<file path="src/include/vst_settings.svh">
/*
  Sizes and depths of the vector store engine.
  VST_VL_W must hold VST_VREGS * VST_LANES, and the FIFO depth must be a power of two.
*/
`ifndef VST_SETTINGS_SVH
`define VST_SETTINGS_SVH

// ==============================
// Vector register file geometry
// ==============================
`define VST_LANES       8   // Elements per vector register
`define VST_DATA_W      32  // Element width in bits
`define VST_VREGS       32  // Architectural vector registers
`define VST_VL_W        9   // Up to VREGS*LANES elements

// ==============================
// Memory side
// ==============================
`define VST_ADDR_W      32
`define VST_ELEM_BYTES  4   // Unit-strided byte step
`define VST_FIFO_DEPTH  4   // Store entries between sequencer and issuer

`endif
</file>
<file path="src/design/vst_pkg.sv">
/*
  Shared types of the vector store engine.
  Every store entry is one 32-bit element at one byte address.
*/
`include "vst_settings.svh"

package vst_pkg;

    // ==============================
    // Addressing modes
    // ==============================
    typedef enum logic [1:0] {
        VST_UNIT    = 2'd0,  // Base plus ELEM_BYTES per element
        VST_STRIDED = 2'd1,  // Base plus stride per element
        VST_INDEXED = 2'd2   // Base plus lane offset of the index register
    } vst_mode_e;

    // ==============================
    // Instruction and store entry
    // ==============================
    typedef struct packed {
        vst_mode_e                     mode;
        logic [`VST_ADDR_W-1:0]        base;
        logic [`VST_ADDR_W-1:0]        stride;     // Ignored outside strided mode
        logic [`VST_VL_W-1:0]          vl;         // Element count, 0 stores nothing
        logic [$clog2(`VST_VREGS)-1:0] data_reg;   // First source data register
        logic [$clog2(`VST_VREGS)-1:0] idx_reg;    // First index register
    } vst_instr_t;

    // One single-element write request
    typedef struct packed {
        logic [`VST_ADDR_W-1:0] addr;
        logic [`VST_DATA_W-1:0] data;
    } vst_entry_t;

endpackage

</file>
<file path="src/design/vst_top.sv">
/*
  Vector store engine top: sequencer, store FIFO and memory issuer.
  One instruction at a time; done when busy_o falls.
*/
`timescale 1ns/1ps
`include "vst_settings.svh"

module vst_top import vst_pkg::*; (
    input  logic                                clk,
    input  logic                                rst_n,
    // Instruction
    input  logic                                instr_valid_i,
    input  vst_instr_t                          instr_i,
    output logic                                instr_ready_o,
    // Register file
    output logic [$clog2(`VST_VREGS)-1:0]       rd_addr_data_o,
    output logic [$clog2(`VST_VREGS)-1:0]       rd_addr_idx_o,
    input  logic [`VST_LANES*`VST_DATA_W-1:0]   rd_data_data_i,
    input  logic [`VST_LANES*`VST_DATA_W-1:0]   rd_data_idx_i,
    input  logic                                rd_pending_data_i,
    input  logic                                rd_pending_idx_i,
    // Memory
    input  logic                                grant_i,
    output logic                                req_en_o,
    output vst_entry_t                          req_entry_o,
    // Unlock
    output logic                                unlock_en_o,
    output logic [$clog2(`VST_VREGS)-1:0]       unlock_data_reg_o,
    output logic [$clog2(`VST_VREGS)-1:0]       unlock_idx_reg_o,
    // Status
    output logic                                busy_o,
    output logic [`VST_ADDR_W-1:0]              start_addr_o,
    output logic [`VST_ADDR_W-1:0]              end_addr_o
);

    // ==============================
    // Internal links
    // ==============================
    logic       push;
    vst_entry_t push_entry;
    logic       fifo_full;
    logic       fifo_empty;
    vst_entry_t fifo_head;
    logic       pop;
    logic       issuer_idle;

    vst_elem_sequencer u_seq (
        .clk               (clk),
        .rst_n             (rst_n),
        .instr_valid_i     (instr_valid_i),
        .instr_i           (instr_i),
        .instr_ready_o     (instr_ready_o),
        .rd_addr_data_o    (rd_addr_data_o),
        .rd_addr_idx_o     (rd_addr_idx_o),
        .rd_data_data_i    (rd_data_data_i),
        .rd_data_idx_i     (rd_data_idx_i),
        .rd_pending_data_i (rd_pending_data_i),
        .rd_pending_idx_i  (rd_pending_idx_i),
        .push_o            (push),
        .push_entry_o      (push_entry),
        .fifo_full_i       (fifo_full),
        .fifo_empty_i      (fifo_empty),
        .issuer_idle_i     (issuer_idle),
        .unlock_en_o       (unlock_en_o),
        .unlock_data_reg_o (unlock_data_reg_o),
        .unlock_idx_reg_o  (unlock_idx_reg_o),
        .busy_o            (busy_o),
        .start_addr_o      (start_addr_o),
        .end_addr_o        (end_addr_o)
    );

    vst_store_fifo u_fifo (
        .clk          (clk),
        .rst_n        (rst_n),
        .push_i       (push),
        .push_entry_i (push_entry),
        .full_o       (fifo_full),
        .pop_i        (pop),
        .head_o       (fifo_head),
        .empty_o      (fifo_empty)
    );

    vst_mem_issuer u_issuer (
        .clk         (clk),
        .rst_n       (rst_n),
        .head_i      (fifo_head),
        .empty_i     (fifo_empty),
        .pop_o       (pop),
        .grant_i     (grant_i),
        .req_en_o    (req_en_o),
        .req_entry_o (req_entry_o),
        .idle_o      (issuer_idle)
    );

endmodule

</file>
<file path="src/design/vst_mem_issuer.sv">
/*
  Holds one memory write request until it is granted.
  A new entry is loaded only in the cycle after the grant.
*/
`timescale 1ns/1ps

module vst_mem_issuer import vst_pkg::*; (
    input  logic       clk,
    input  logic       rst_n,
    // FIFO head
    input  vst_entry_t head_i,
    input  logic       empty_i,
    output logic       pop_o,
    // Memory request/grant
    input  logic       grant_i,
    output logic       req_en_o,
    output vst_entry_t req_entry_o,
    // Drain status
    output logic       idle_o
);

    // ==============================
    // Request register
    // ==============================
    logic       req_valid_r;
    vst_entry_t req_entry_r;

    assign pop_o = ~req_valid_r & ~empty_i;   // Free and something waiting

    always_ff @(posedge clk or negedge rst_n) begin
        if (!rst_n) begin
            req_valid_r <= 1'b0;
        end else if (pop_o) begin
            req_valid_r <= 1'b1;
        end else if (req_valid_r && grant_i) begin
            req_valid_r <= 1'b0;
        end
    end

    // Payload only changes on a load
    always_ff @(posedge clk) begin
        if (pop_o) begin
            req_entry_r <= head_i;
        end
    end

    assign req_en_o    = req_valid_r;
    assign req_entry_o = req_entry_r;
    assign idle_o      = ~req_valid_r;

    // ==============================
    // Checks
    // ==============================
    // Request held steady while the memory withholds the grant
    a_req_stable: assert property (@(posedge clk) disable iff (!rst_n)
        (req_en_o && !grant_i) |=> (req_en_o && $stable(req_entry_o)));

endmodule

</file>
<file path="src/design/vst_store_fifo.sv">
/*
  Store entry FIFO, synchronous, no bypass.
  A push appears at the head one cycle later; depth must be a power of two.
*/
`timescale 1ns/1ps
`include "vst_settings.svh"

module vst_store_fifo import vst_pkg::*; #(
    parameter int DEPTH = `VST_FIFO_DEPTH
) (
    input  logic       clk,
    input  logic       rst_n,
    input  logic       push_i,
    input  vst_entry_t push_entry_i,
    output logic       full_o,
    input  logic       pop_i,
    output vst_entry_t head_o,
    output logic       empty_o
);

    localparam int PTR_W = $clog2(DEPTH);

    // ==============================
    // Storage and pointers
    // ==============================
    vst_entry_t       mem [DEPTH];
    logic [PTR_W-1:0] wr_ptr_r;
    logic [PTR_W-1:0] rd_ptr_r;
    logic [PTR_W:0]   count_r;   // Occupancy, 0 to DEPTH

    assign full_o  = (count_r == (PTR_W+1)'(DEPTH));
    assign empty_o = (count_r == '0);
    assign head_o  = mem[rd_ptr_r];

    always_ff @(posedge clk) begin
        if (push_i) begin
            mem[wr_ptr_r] <= push_entry_i;
        end
    end

    always_ff @(posedge clk or negedge rst_n) begin
        if (!rst_n) begin
            wr_ptr_r <= '0;
            rd_ptr_r <= '0;
            count_r  <= '0;
        end else begin
            if (push_i) begin
                wr_ptr_r <= wr_ptr_r + 1'b1;   // Wraps at DEPTH
            end
            if (pop_i) begin
                rd_ptr_r <= rd_ptr_r + 1'b1;
            end
            case ({push_i, pop_i})
                2'b10:   count_r <= count_r + 1'b1;
                2'b01:   count_r <= count_r - 1'b1;
                default: count_r <= count_r;   // Both or neither
            endcase
        end
    end

    // ==============================
    // Checks
    // ==============================
    a_no_overflow: assert property (@(posedge clk) disable iff (!rst_n)
        push_i |-> !full_o);

    a_no_underflow: assert property (@(posedge clk) disable iff (!rst_n)
        pop_i |-> !empty_o);

endmodule

</file>
<file path="src/design/vst_elem_sequencer.sv">
/*
  Breaks one vector store into element entries, one per cycle at most.
  Registers are walked upwards from data_reg and idx_reg; vl of 0 is accepted and stores nothing.
*/
`timescale 1ns/1ps
`include "vst_settings.svh"

module vst_elem_sequencer import vst_pkg::*; (
    input  logic                                clk,
    input  logic                                rst_n,
    // Instruction handshake
    input  logic                                instr_valid_i,
    input  vst_instr_t                          instr_i,
    output logic                                instr_ready_o,
    // Register file read ports
    output logic [$clog2(`VST_VREGS)-1:0]       rd_addr_data_o,
    output logic [$clog2(`VST_VREGS)-1:0]       rd_addr_idx_o,
    input  logic [`VST_LANES*`VST_DATA_W-1:0]   rd_data_data_i,
    input  logic [`VST_LANES*`VST_DATA_W-1:0]   rd_data_idx_i,
    input  logic                                rd_pending_data_i,
    input  logic                                rd_pending_idx_i,
    // Store FIFO
    output logic                                push_o,
    output vst_entry_t                          push_entry_o,
    input  logic                                fifo_full_i,
    // Drain status of the downstream blocks
    input  logic                                fifo_empty_i,
    input  logic                                issuer_idle_i,
    // Register unlock
    output logic                                unlock_en_o,
    output logic [$clog2(`VST_VREGS)-1:0]       unlock_data_reg_o,
    output logic [$clog2(`VST_VREGS)-1:0]       unlock_idx_reg_o,
    // Status
    output logic                                busy_o,
    output logic [`VST_ADDR_W-1:0]              start_addr_o,
    output logic [`VST_ADDR_W-1:0]              end_addr_o
);

    localparam int LANES  = `VST_LANES;
    localparam int DATA_W = `VST_DATA_W;
    localparam int ADDR_W = `VST_ADDR_W;
    localparam int VL_W   = `VST_VL_W;
    localparam int PTR_W  = $clog2(`VST_LANES);
    localparam int REG_W  = $clog2(`VST_VREGS);

    // ==============================
    // State
    // ==============================
    logic                 active_r;     // Elements still to push
    vst_mode_e            mode_r;
    logic [ADDR_W-1:0]    base_r;
    logic [ADDR_W-1:0]    step_r;       // Byte step for unit and strided modes
    logic [VL_W-1:0]      vl_r;
    logic [REG_W-1:0]     data_reg_r;
    logic [REG_W-1:0]     idx_reg_r;
    logic [PTR_W-1:0]     elem_ptr_r;   // Lane within the current register
    logic [REG_W-1:0]     loop_cnt_r;   // Registers already finished
    logic [ADDR_W-1:0]    cur_addr_r;   // Running address, unit and strided
    logic                 unlock_en_r;
    logic [REG_W-1:0]     unlock_data_reg_r;
    logic [REG_W-1:0]     unlock_idx_reg_r;
    logic [ADDR_W-1:0]    start_addr_r;
    logic [ADDR_W-1:0]    end_addr_r;

    logic                 accept;
    logic                 need_idx;
    logic                 can_push;
    logic                 last_elem;
    logic                 reg_done;
    logic [DATA_W-1:0]    lane_data;
    logic [DATA_W-1:0]    lane_offset;
    logic [ADDR_W-1:0]    elem_addr;
    logic [ADDR_W-1:0]    nxt_step;
    logic [VL_W-1:0]      nxt_vl_m1;

    // ==============================
    // Control and handshake
    // ==============================
    // Busy until the last element has left the issuer
    assign busy_o        = active_r | ~fifo_empty_i | ~issuer_idle_i;
    assign instr_ready_o = ~busy_o;
    assign accept        = instr_valid_i & instr_ready_o;

    assign need_idx  = (mode_r == VST_INDEXED);
    assign can_push  = active_r & ~fifo_full_i & ~rd_pending_data_i
                     & ~(need_idx & rd_pending_idx_i);
    assign last_elem = (VL_W'({loop_cnt_r, elem_ptr_r}) == vl_r - 1'b1);
    assign reg_done  = last_elem | (elem_ptr_r == PTR_W'(LANES - 1));  // Pair fully read

    // ==============================
    // Element data and address
    // ==============================
    assign lane_data   = rd_data_data_i[elem_ptr_r*DATA_W +: DATA_W];
    assign lane_offset = rd_data_idx_i[elem_ptr_r*DATA_W +: DATA_W];

    always_comb begin
        case (mode_r)
            VST_INDEXED: elem_addr = base_r + lane_offset;
            default:     elem_addr = cur_addr_r;
        endcase
    end

    assign push_o            = can_push;
    assign push_entry_o.addr = elem_addr;
    assign push_entry_o.data = lane_data;

    assign rd_addr_data_o = data_reg_r;
    assign rd_addr_idx_o  = idx_reg_r;

    // Step and end address of an incoming instruction
    assign nxt_step  = (instr_i.mode == VST_STRIDED) ? instr_i.stride : ADDR_W'(`VST_ELEM_BYTES);
    assign nxt_vl_m1 = instr_i.vl - 1'b1;

    // ==============================
    // Sequencing
    // ==============================
    always_ff @(posedge clk or negedge rst_n) begin
        if (!rst_n) begin
            active_r   <= 1'b0;
            mode_r     <= VST_UNIT;
            vl_r       <= '0;
            data_reg_r <= '0;
            idx_reg_r  <= '0;
            elem_ptr_r <= '0;
            loop_cnt_r <= '0;
        end else if (accept) begin
            active_r   <= (instr_i.vl != '0);
            mode_r     <= instr_i.mode;
            vl_r       <= instr_i.vl;
            data_reg_r <= instr_i.data_reg;
            idx_reg_r  <= instr_i.idx_reg;
            elem_ptr_r <= '0;
            loop_cnt_r <= '0;
        end else if (can_push) begin
            if (last_elem) begin
                active_r <= 1'b0;
            end else if (reg_done) begin
                // Move on to the next register pair
                elem_ptr_r <= '0;
                loop_cnt_r <= loop_cnt_r + 1'b1;
                data_reg_r <= data_reg_r + 1'b1;
                idx_reg_r  <= idx_reg_r + 1'b1;
            end else begin
                elem_ptr_r <= elem_ptr_r + 1'b1;
            end
        end
    end

    // Operands and running address
    always_ff @(posedge clk) begin
        if (accept) begin
            base_r     <= instr_i.base;
            step_r     <= nxt_step;
            cur_addr_r <= instr_i.base;
        end else if (can_push) begin
            cur_addr_r <= cur_addr_r + step_r;
        end
    end

    // ==============================
    // Unlock and status
    // ==============================
    always_ff @(posedge clk or negedge rst_n) begin
        if (!rst_n) begin
            unlock_en_r <= 1'b0;
        end else begin
            unlock_en_r <= can_push & reg_done;  // One pulse per pair
        end
    end

    always_ff @(posedge clk) begin
        if (can_push && reg_done) begin
            unlock_data_reg_r <= data_reg_r;
            unlock_idx_reg_r  <= idx_reg_r;
        end
    end

    assign unlock_en_o       = unlock_en_r;
    assign unlock_data_reg_o = unlock_data_reg_r;
    assign unlock_idx_reg_o  = unlock_idx_reg_r;

    always_ff @(posedge clk or negedge rst_n) begin
        if (!rst_n) begin
            start_addr_r <= '0;
            end_addr_r   <= '0;
        end else if (accept) begin
            start_addr_r <= instr_i.base;
            if (instr_i.mode == VST_INDEXED || instr_i.vl == '0) begin
                end_addr_r <= instr_i.base;  // Offsets unknown up front
            end else begin
                end_addr_r <= instr_i.base + ADDR_W'(nxt_vl_m1) * nxt_step;
            end
        end
    end

    assign start_addr_o = start_addr_r;
    assign end_addr_o   = end_addr_r;

    // ==============================
    // Checks
    // ==============================
    // Element position never runs past vl
    a_elem_in_range: assert property (@(posedge clk) disable iff (!rst_n)
        active_r |-> (VL_W'({loop_cnt_r, elem_ptr_r}) < vl_r));

    a_unlock_busy: assert property (@(posedge clk) disable iff (!rst_n)
        unlock_en_o |-> busy_o);

endmodule

</file>
<file path="config.mk">
export PLATFORM = sky130hd
export DESIGN_NAME = vst_top
export DESIGN_NICKNAME = d
export VERILOG_FILES = /design/src/design/vst_pkg.sv /design/src/design/vst_top.sv /design/src/design/vst_mem_issuer.sv /design/src/design/vst_store_fifo.sv /design/src/design/vst_elem_sequencer.sv
export VERILOG_INCLUDE_DIRS = /design/src /design/src/include
export SDC_FILE = /design/constraint.sdc
export NUM_CORES = 1
export LEC_CHECK = 0
export ABC_CLOCK_PERIOD_IN_PS = 9900
export BUFFER_PORTS_ARGS = -buffer_cell sky130_fd_sc_hd__buf_2
export CORE_AREA = 2 2 290 292
export CTS_CLUSTER_SIZE = 40
export DETAILED_ROUTE_END_ITERATION = 7
export DIE_AREA = 0 0 292 294
export SYNTH_ARGS = -nofsm -noshare
export SYNTH_HDL_FRONTEND = slang
export SYNTH_SLANG_ARGS = --single-unit
export TNS_END_PERCENT = 30
</file>
<file path="constraint.sdc">
create_clock -name clk -period 9.9 [get_ports clk]
set_input_delay 0.495 -clock clk [delete_from_list [all_inputs] [get_ports clk]]
set_output_delay 0.495 -clock clk [all_outputs]
set_load 0.1 [all_outputs]
</file>
## After elaboration in Yosys (flattened, before gate mapping)

Memory sizes are Yosys's and may differ from the RTL's. A register that Yosys moved wholly into a read port is not among the register bits.
Index checks and enable logic that the tools add are counted.

| storage, ports and cells | value |
|---|---|
| register bits | 209 |
| memory bits (writable) | 256 |
| bits of input ports | 603 |
| output and inout bits | 152 |
| memories | 1 |

Memories:

| name | words | width | rd ports | clocked after Yosys merged registers in | write ports | RTL line | RTL |
|---|---|---|---|---|---|---|---|
| u_fifo.mem | 4 | 64 | 1 | 1 | 1 | vst_store_fifo.sv:26 | `vst_entry_t mem [DEPTH];` |

| cells by class | value |
|---|---|
| $add $sub $neg | 13 |
| multiply operators | 1 |
| eq/ne operators | 9 |
| shift operators | 2 |
| muxes and demuxes | 29 |
| bitwise logic cells | 16 |
| reductions and logical operators | 14 |

Operators by type and width:

| kind | count |
|---|---|
| $shiftx 256x9->32 | 2 |
| $mux 32 | 5 |
| $add 32x32->32 | 3 |
| $mux 5 | 12 |
| $mul 9x32->32 | 1 |
| $sub 9x1->9 const B | 2 |
| $add 5x1->5 const B | 3 |
| $mux 3 | 4 |
| $reduce_bool 2->1 | 5 |
| $eq 8x9->1 | 1 |
| $logic_not 9->1 | 1 |
| $reduce_bool 9->1 | 1 |
| $and 1x1->1 | 7 |
| $mux 1 | 7 |
| $add 3x1->3 const B | 2 |
| $eq 2x2->1 const B | 3 |
| $eq 3x3->1 const B | 2 |
| $not 1->1 | 6 |
| $pmux 3 s2 | 1 |
| $add 2x1->2 const B | 2 |
| $eq 2x1->1 const B | 2 |
| $reduce_and 2->1 | 2 |
| $logic_not 3->1 | 1 |
| $or 1x1->1 | 3 |
| other kinds (5) | 6 |

## Logic depth before layout (Yosys ltp)

| depth | value |
|---|---|
| depth after elaboration | 8 |
| depth in mapped cells | 27 |
| mapped depth without buffers | 24 |

## By module

From an unflattened synthesis, not the netlist that was laid out.

| unflattened totals | value |
|---|---|
| cell total of the unflattened synthesis | 2867 |
| area, all modules | 35014.8 um2 |

By module, submodules not included:

| module | instances | cells an instance | area each (um2) |
|---|---|---|---|
| vst_elem_sequencer | 1 | 2428 | 23422.5 |
| vst_store_fifo | 1 | 371 | 9628.0 |
| vst_mem_issuer | 1 | 68 | 1964.4 |

## Worst setup path after synthesis

OpenSTA, ideal clock, no wires.

| timing | value |
|---|---|
| kind | input to register |
| start point | input port instr_i[10] in the netlist's numbering |
| end point | register u_seq.end_addr_r[31] (netlist: u_seq.end_addr_o[31]) |
| setup time | 0.138 ns |
| data arrival time | 6.547 ns |
| slack | 3.214 ns |
| stages | 26 |
| path through | inv_1 -> clkbuf_1 -> ha_1 -> nor3b_1 -> xnor2_1 -> clkbuf_1 -> nor2_1 -> fa_1 -> inv_1 -> fa_1 -> fa_1 -> inv_1 -> fa_1 -> inv_1 -> fa_1 -> inv_1 -> ha_1 -> a21o_1 -> o21bai_1 -> a221oi_1 -> nand2_1 -> o221ai_1 -> o2111ai_1 -> o31ai_1 -> xnor2_1 -> o221ai_1 |

| between the ends | value |
|---|---|
| longest elaborated chain between the ends | 4 |

RTL lines:

| what | RTL line | RTL |
|---|---|---|
| start, declared | vst_top.sv:13 | `input vst_instr_t instr_i,` |
| $sub 9x1->9 | vst_elem_sequencer.sv:112 | `assign nxt_vl_m1 = instr_i.vl - 1'b1;` |
| $mul 9x32->32 | vst_elem_sequencer.sv:191 | `end_addr_r <= instr_i.base + ADDR_W'(nxt_vl_m1) * nxt_step;` |
| $add 32x32->32 | vst_elem_sequencer.sv:191 |  |
| $mux 32 * | vst_elem_sequencer.sv:188 | `if (instr_i.mode == VST_INDEXED \|\| instr_i.vl == '0) begin` |
| end signal, assigned | vst_elem_sequencer.sv:189 | `end_addr_r <= instr_i.base;` |
| end signal, assigned | vst_elem_sequencer.sv:191 |  |
| end, declared | vst_elem_sequencer.sv:63 | `logic [ADDR_W-1:0] end_addr_r;` |

Mark *: on every way between the ends. The rest lies on a longest branch, timed or not.
A chain may end at the register's enable or synchronous reset.

## Worst setup path in the final report

| timing | value |
|---|---|
| start point | input port instr_i[10] in the netlist's numbering |
| end point | register u_seq.end_addr_r[28] (netlist: u_seq.end_addr_o[28]) |

The elaborated chain is that of the path after synthesis.

==> results.ini <==
[status]
status = completed

[flow_run]
cap_violations = 0

[setup_path]
crit_family = adder cells
r2r_start = u_seq.elem_ptr_r[0]$_DFFE_PN0P_
path_buf_inv = 7
start_kind = input pin
critPathSlowestCell = fa_1
critPathCaptureType = flop
r2r_setup_slack_ns = 3.78
critical_path_class = input pin to flop
critPathArrivalTime_ns = 7.56
required_ns = 10.41
rr_worst_depth = 14
slowest_delay_ns = 0.54
critPathLaunch = instr_i[10]
r2r-end = u_fifo.mem[0][62]$_DFFE_PP_
critPathMaxFanout = 31

[clock_network]
clk_latency_ns = 0.64
clockBufferDepth = 3
cts_root_buf = clkbuf_16
clock-sinks = 529
htreeDepth = 2
cts_tree = built
clk_pin_slew_ns = 0.06
cts_buffers = 58

[floorplanning]
die_w_um = 292
dieHeight_um = 294
start_util_pct = 41.7
die_area_mm2 = 0.0858
io_pins = 755
row_count = 106
core_area_mm2 = 0.0829

[synth]
synth-edff-count = 426
synth_flop_cell = edfxtp_1
synth_fp_nets = 3741
async_flop_share_pct = 19.5
synth_top_area_share_pct = 37.0
synth_area_mm2 = 0.0346
ys_types = 75
synth.area.top_cells = edfxtp_1 (37%), mux4_2 (13%), fa_1 (12%)
synth_top_area_cell = edfxtp_1
yosys_warnings = 0
ys_ff_latch = 529
syn_inst = 2808
synth-seq-area-share_pct = 44.5
syn_avg_cell_area_um2 = 12.3

[finish]
nets = 4460
drive_gt1_share_pct = 33.4
final-seq-area_mm2 = 0.0154
multi_input_area_mm2 = 0.0177
syn2layout_area_growth_pct = 20.5
stdcell_area_mm2 = 0.0417
fill_cells = 7470

[route]
post_drt_wl_per_cell_um = 23.5
vias = 25000
drt_pass1_iterations = 5
drt_iter0_drc = 1426
drc = 0
drtAntennaViolNets = 0
drt_wl_total_um = 110000
vias_per_cell = 5.37

[power]
irDropWorstVdd_mv = 0.297
p_seq_share_pct = 29.2
power_density_mw_per_mm2 = 319
p_clk_share_pct = 17.4
switching_power_mw = 6.19
combPwrFrac_pct = 53.4
p_leak_nw = 18.1
p_total_mw = 13.3
switching_share_pct = 46.6
intPower_mw = 7.10

[sta]
rsz0062_at_grt = no
timing.slew.headroom_pct = 25.8
final_hold_viol_count = 0
fin_skew_ns = 0.0229
fin_crit_sh_pct = 71.2
worst_pin_slew_ns = 1.11
setup-violations-final = 0
fin_tns_setup_ns = 0
fmax_ghz = 0.142
slew_violations = 0
finalWorstSetupSlack_ns = 2.85
post-route-min-period_ns = 7.05

[grt]
grt_pass1_wl_um = 163000
grt_max_degree = 81
grt_usage_pct = 25.5
antenna_found_initial = 18
first_global_vias = 25500
overflow = 0

[place]
placed_cell_area_mm2 = 0.0396
dp_slack_ns = 2.19
place.gp.congestion = 0.914
portBuffers = 754
dpl.hpwl_um = 88100

[worst_hold_path]
hold_path.class = input pin to flop
whs_path_depth = 2
hp-start = grant_i
min_to = u_issuer.req_en_o$_DFFE_PN0P_

==> per-layer routing <==
| layer | up-vias | routed length [µm] | global-route usage, % |
|---|---|---|---|
| li1 | 11400 | - | - |
| met1 | 12600 | 46300 | 34.5 |
| met2 | 915 | 52800 | 42.5 |
| met3 | 151 | 7380 | 4.44 |
| met4 | 2 | 3190 | 7.15 |
| met5 | - | 13 | 0 |
==> cell type report <==
cell class | count | share of cell area (%)
Multi-Input combinational cell | 1844 | 42.4
Sequential cell | 529 | 36.9
Timing Repair Buffer | 781 | 9.59
Clock buffer | 74 | 3.82
Tap cell | 1080 | 3.24
Inverter | 313 | 2.83
Clock inverter | 36 | 1.14
Antenna cell | 6 | 0.0360
==> kinds of logic after synthesis <==
logic type / Yosys count / share of synthesized area [%]
flops: 529 / 44.5
xor+xnor: 124 / 3.20
buf+inv: 435 / 4.76
simple gates: 741 / 9.25
mux: 270 / 15.0
compound gates: 379 / 6.87
fa+ha+maj: 330 / 16.5
==> sequential cells by signal, indices dropped and copies added, names as in the netlist, 3 cells and up <==
register                 cells
u_issuer.req_entry_o        64
u_fifo.mem                 256
u_seq.step_r                32
u_seq.rd_addr_idx_o          5
u_seq.vl_r                   9
u_seq.elem_ptr_r             3
u_seq.rd_addr_data_o         5
u_seq.loop_cnt_r             5
u_fifo.count_r               3
u_seq.end_addr_o            32
u_seq.unlock_data_reg_o      5
u_seq.base_r                32
u_seq.unlock_idx_reg_o       5
u_seq.start_addr_o          32
u_seq.cur_addr_r            32
==> metrics by stage <==
| stage | hold WS (ns) | util [%] | cells |
|---|---|---|---|
| 6_report | 0.0357 | 50.3 | 4663 |
| 5_1_grt | 0.0181 | 50.3 | 4663 |
| 3_5_place_dp | 0.457 | 47.7 | 4546 |
| 2_1_floorplan | 0.199 | - | 2808 |
| 4_1_cts | 0.00658 | 50.2 | 4657 |
| 3_3_place_gp | 0.456 | 47.7 | 4546 |
==> power groups by stage <==
stage | clock [mW] | sequential, mW | combinational (mW)
6_report | 2.31 | 3.89 | 7.10
5_1_grt | 2.45 | 3.96 | 7.66
4_1_cts | 2.36 | 3.90 | 7.15
3_5_place_dp | 0 | 3.93 | 7.12
3_3_place_gp | 0 | 3.93 | 7.08
2_1_floorplan | 0 | 5.48 | 3.74
==> synth_stat cells, types with 4 or more instances <==
cell	instances
edfxtp_1	426
nand2_1	346
inv_1	313
nor2_1	221
fa_1	209
mux4_2	192
o21ai_0	129
ha_1	121
dfrtp_1	103
a21oi_1	95
clkbuf_1	87
mux2_2	63
xnor2_1	62
xor2_1	60
buf_1	31
or2_2	29
a21o_1	27
nand2b_1	25
nor3_1	23
nand3_1	21
a211oi_1	16
and3_1	16
mux2i_1	15
a31oi_1	14
o21bai_1	14
nand4_1	13
nor2b_1	13
o21a_1	12
o211ai_1	10
and2_1	8
or3_1	7
o31ai_1	6
o21ai_1	5
a41oi_1	4
nor3b_1	4
o2111ai_1	4
==> worst register-to-register path, cell delays in order, from the launching register on <==
cell,delay (ns)
dfrtp_4,0.84
buf_4,0.63
mux4_2,0.41
mux2_2,0.26
ha_1,0.26
inv_1,0.08
fa_1,0.43
and2b_1,0.22
o31a_2,0.15
o22ai_1,0.15
o21ai_0,0.71
a41oi_1,0.28
a211oi_1,0.53
a22oi_1,0.20
o311ai_0,0.69
==> cells in the final DEF (no fill, tap or decap), types with 60 or more instances in the layout <==
| master | Yosys | routed |
|---|---|---|
| buf_2 | 2 | 753 |
| edfxtp_1 | 426 | 426 |
| nand2_1 | 346 | 344 |
| inv_1 | 313 | 312 |
| nor2_1 | 221 | 220 |
| fa_1 | 209 | 209 |
| mux4_2 | 192 | 192 |
| o21ai_0 | 129 | 129 |
| ha_1 | 121 | 121 |
| dfrtp_1 | 103 | 98 |
| a21oi_1 | 95 | 94 |
| mux2_2 | 63 | 63 |
| xnor2_1 | 62 | 60 |
==> worst max path at each step <==
stage          slack [ns]  cells past startpoint                                to
5_1_grt              2.40                     26  u_seq.end_addr_o[31]$_DFFE_PN0P_
3_5_place_dp         2.19                     26  u_seq.end_addr_o[28]$_DFFE_PN0P_
2_1_floorplan        3.21                     26  u_seq.end_addr_o[31]$_DFFE_PN0P_
3_3_place_gp         2.26                     26  u_seq.end_addr_o[28]$_DFFE_PN0P_
6_report             2.85                     26  u_seq.end_addr_o[28]$_DFFE_PN0P_
4_1_cts              2.81                     26  u_seq.end_addr_o[28]$_DFFE_PN0P_
==> timing repair <==
action	4_1_cts	5_1_grt
buffers inserted	0	0
hold buffers	1	0
resized for setup	0	0
hold endpoints to repair	44	0
Power figures use the tool's default switching activity.
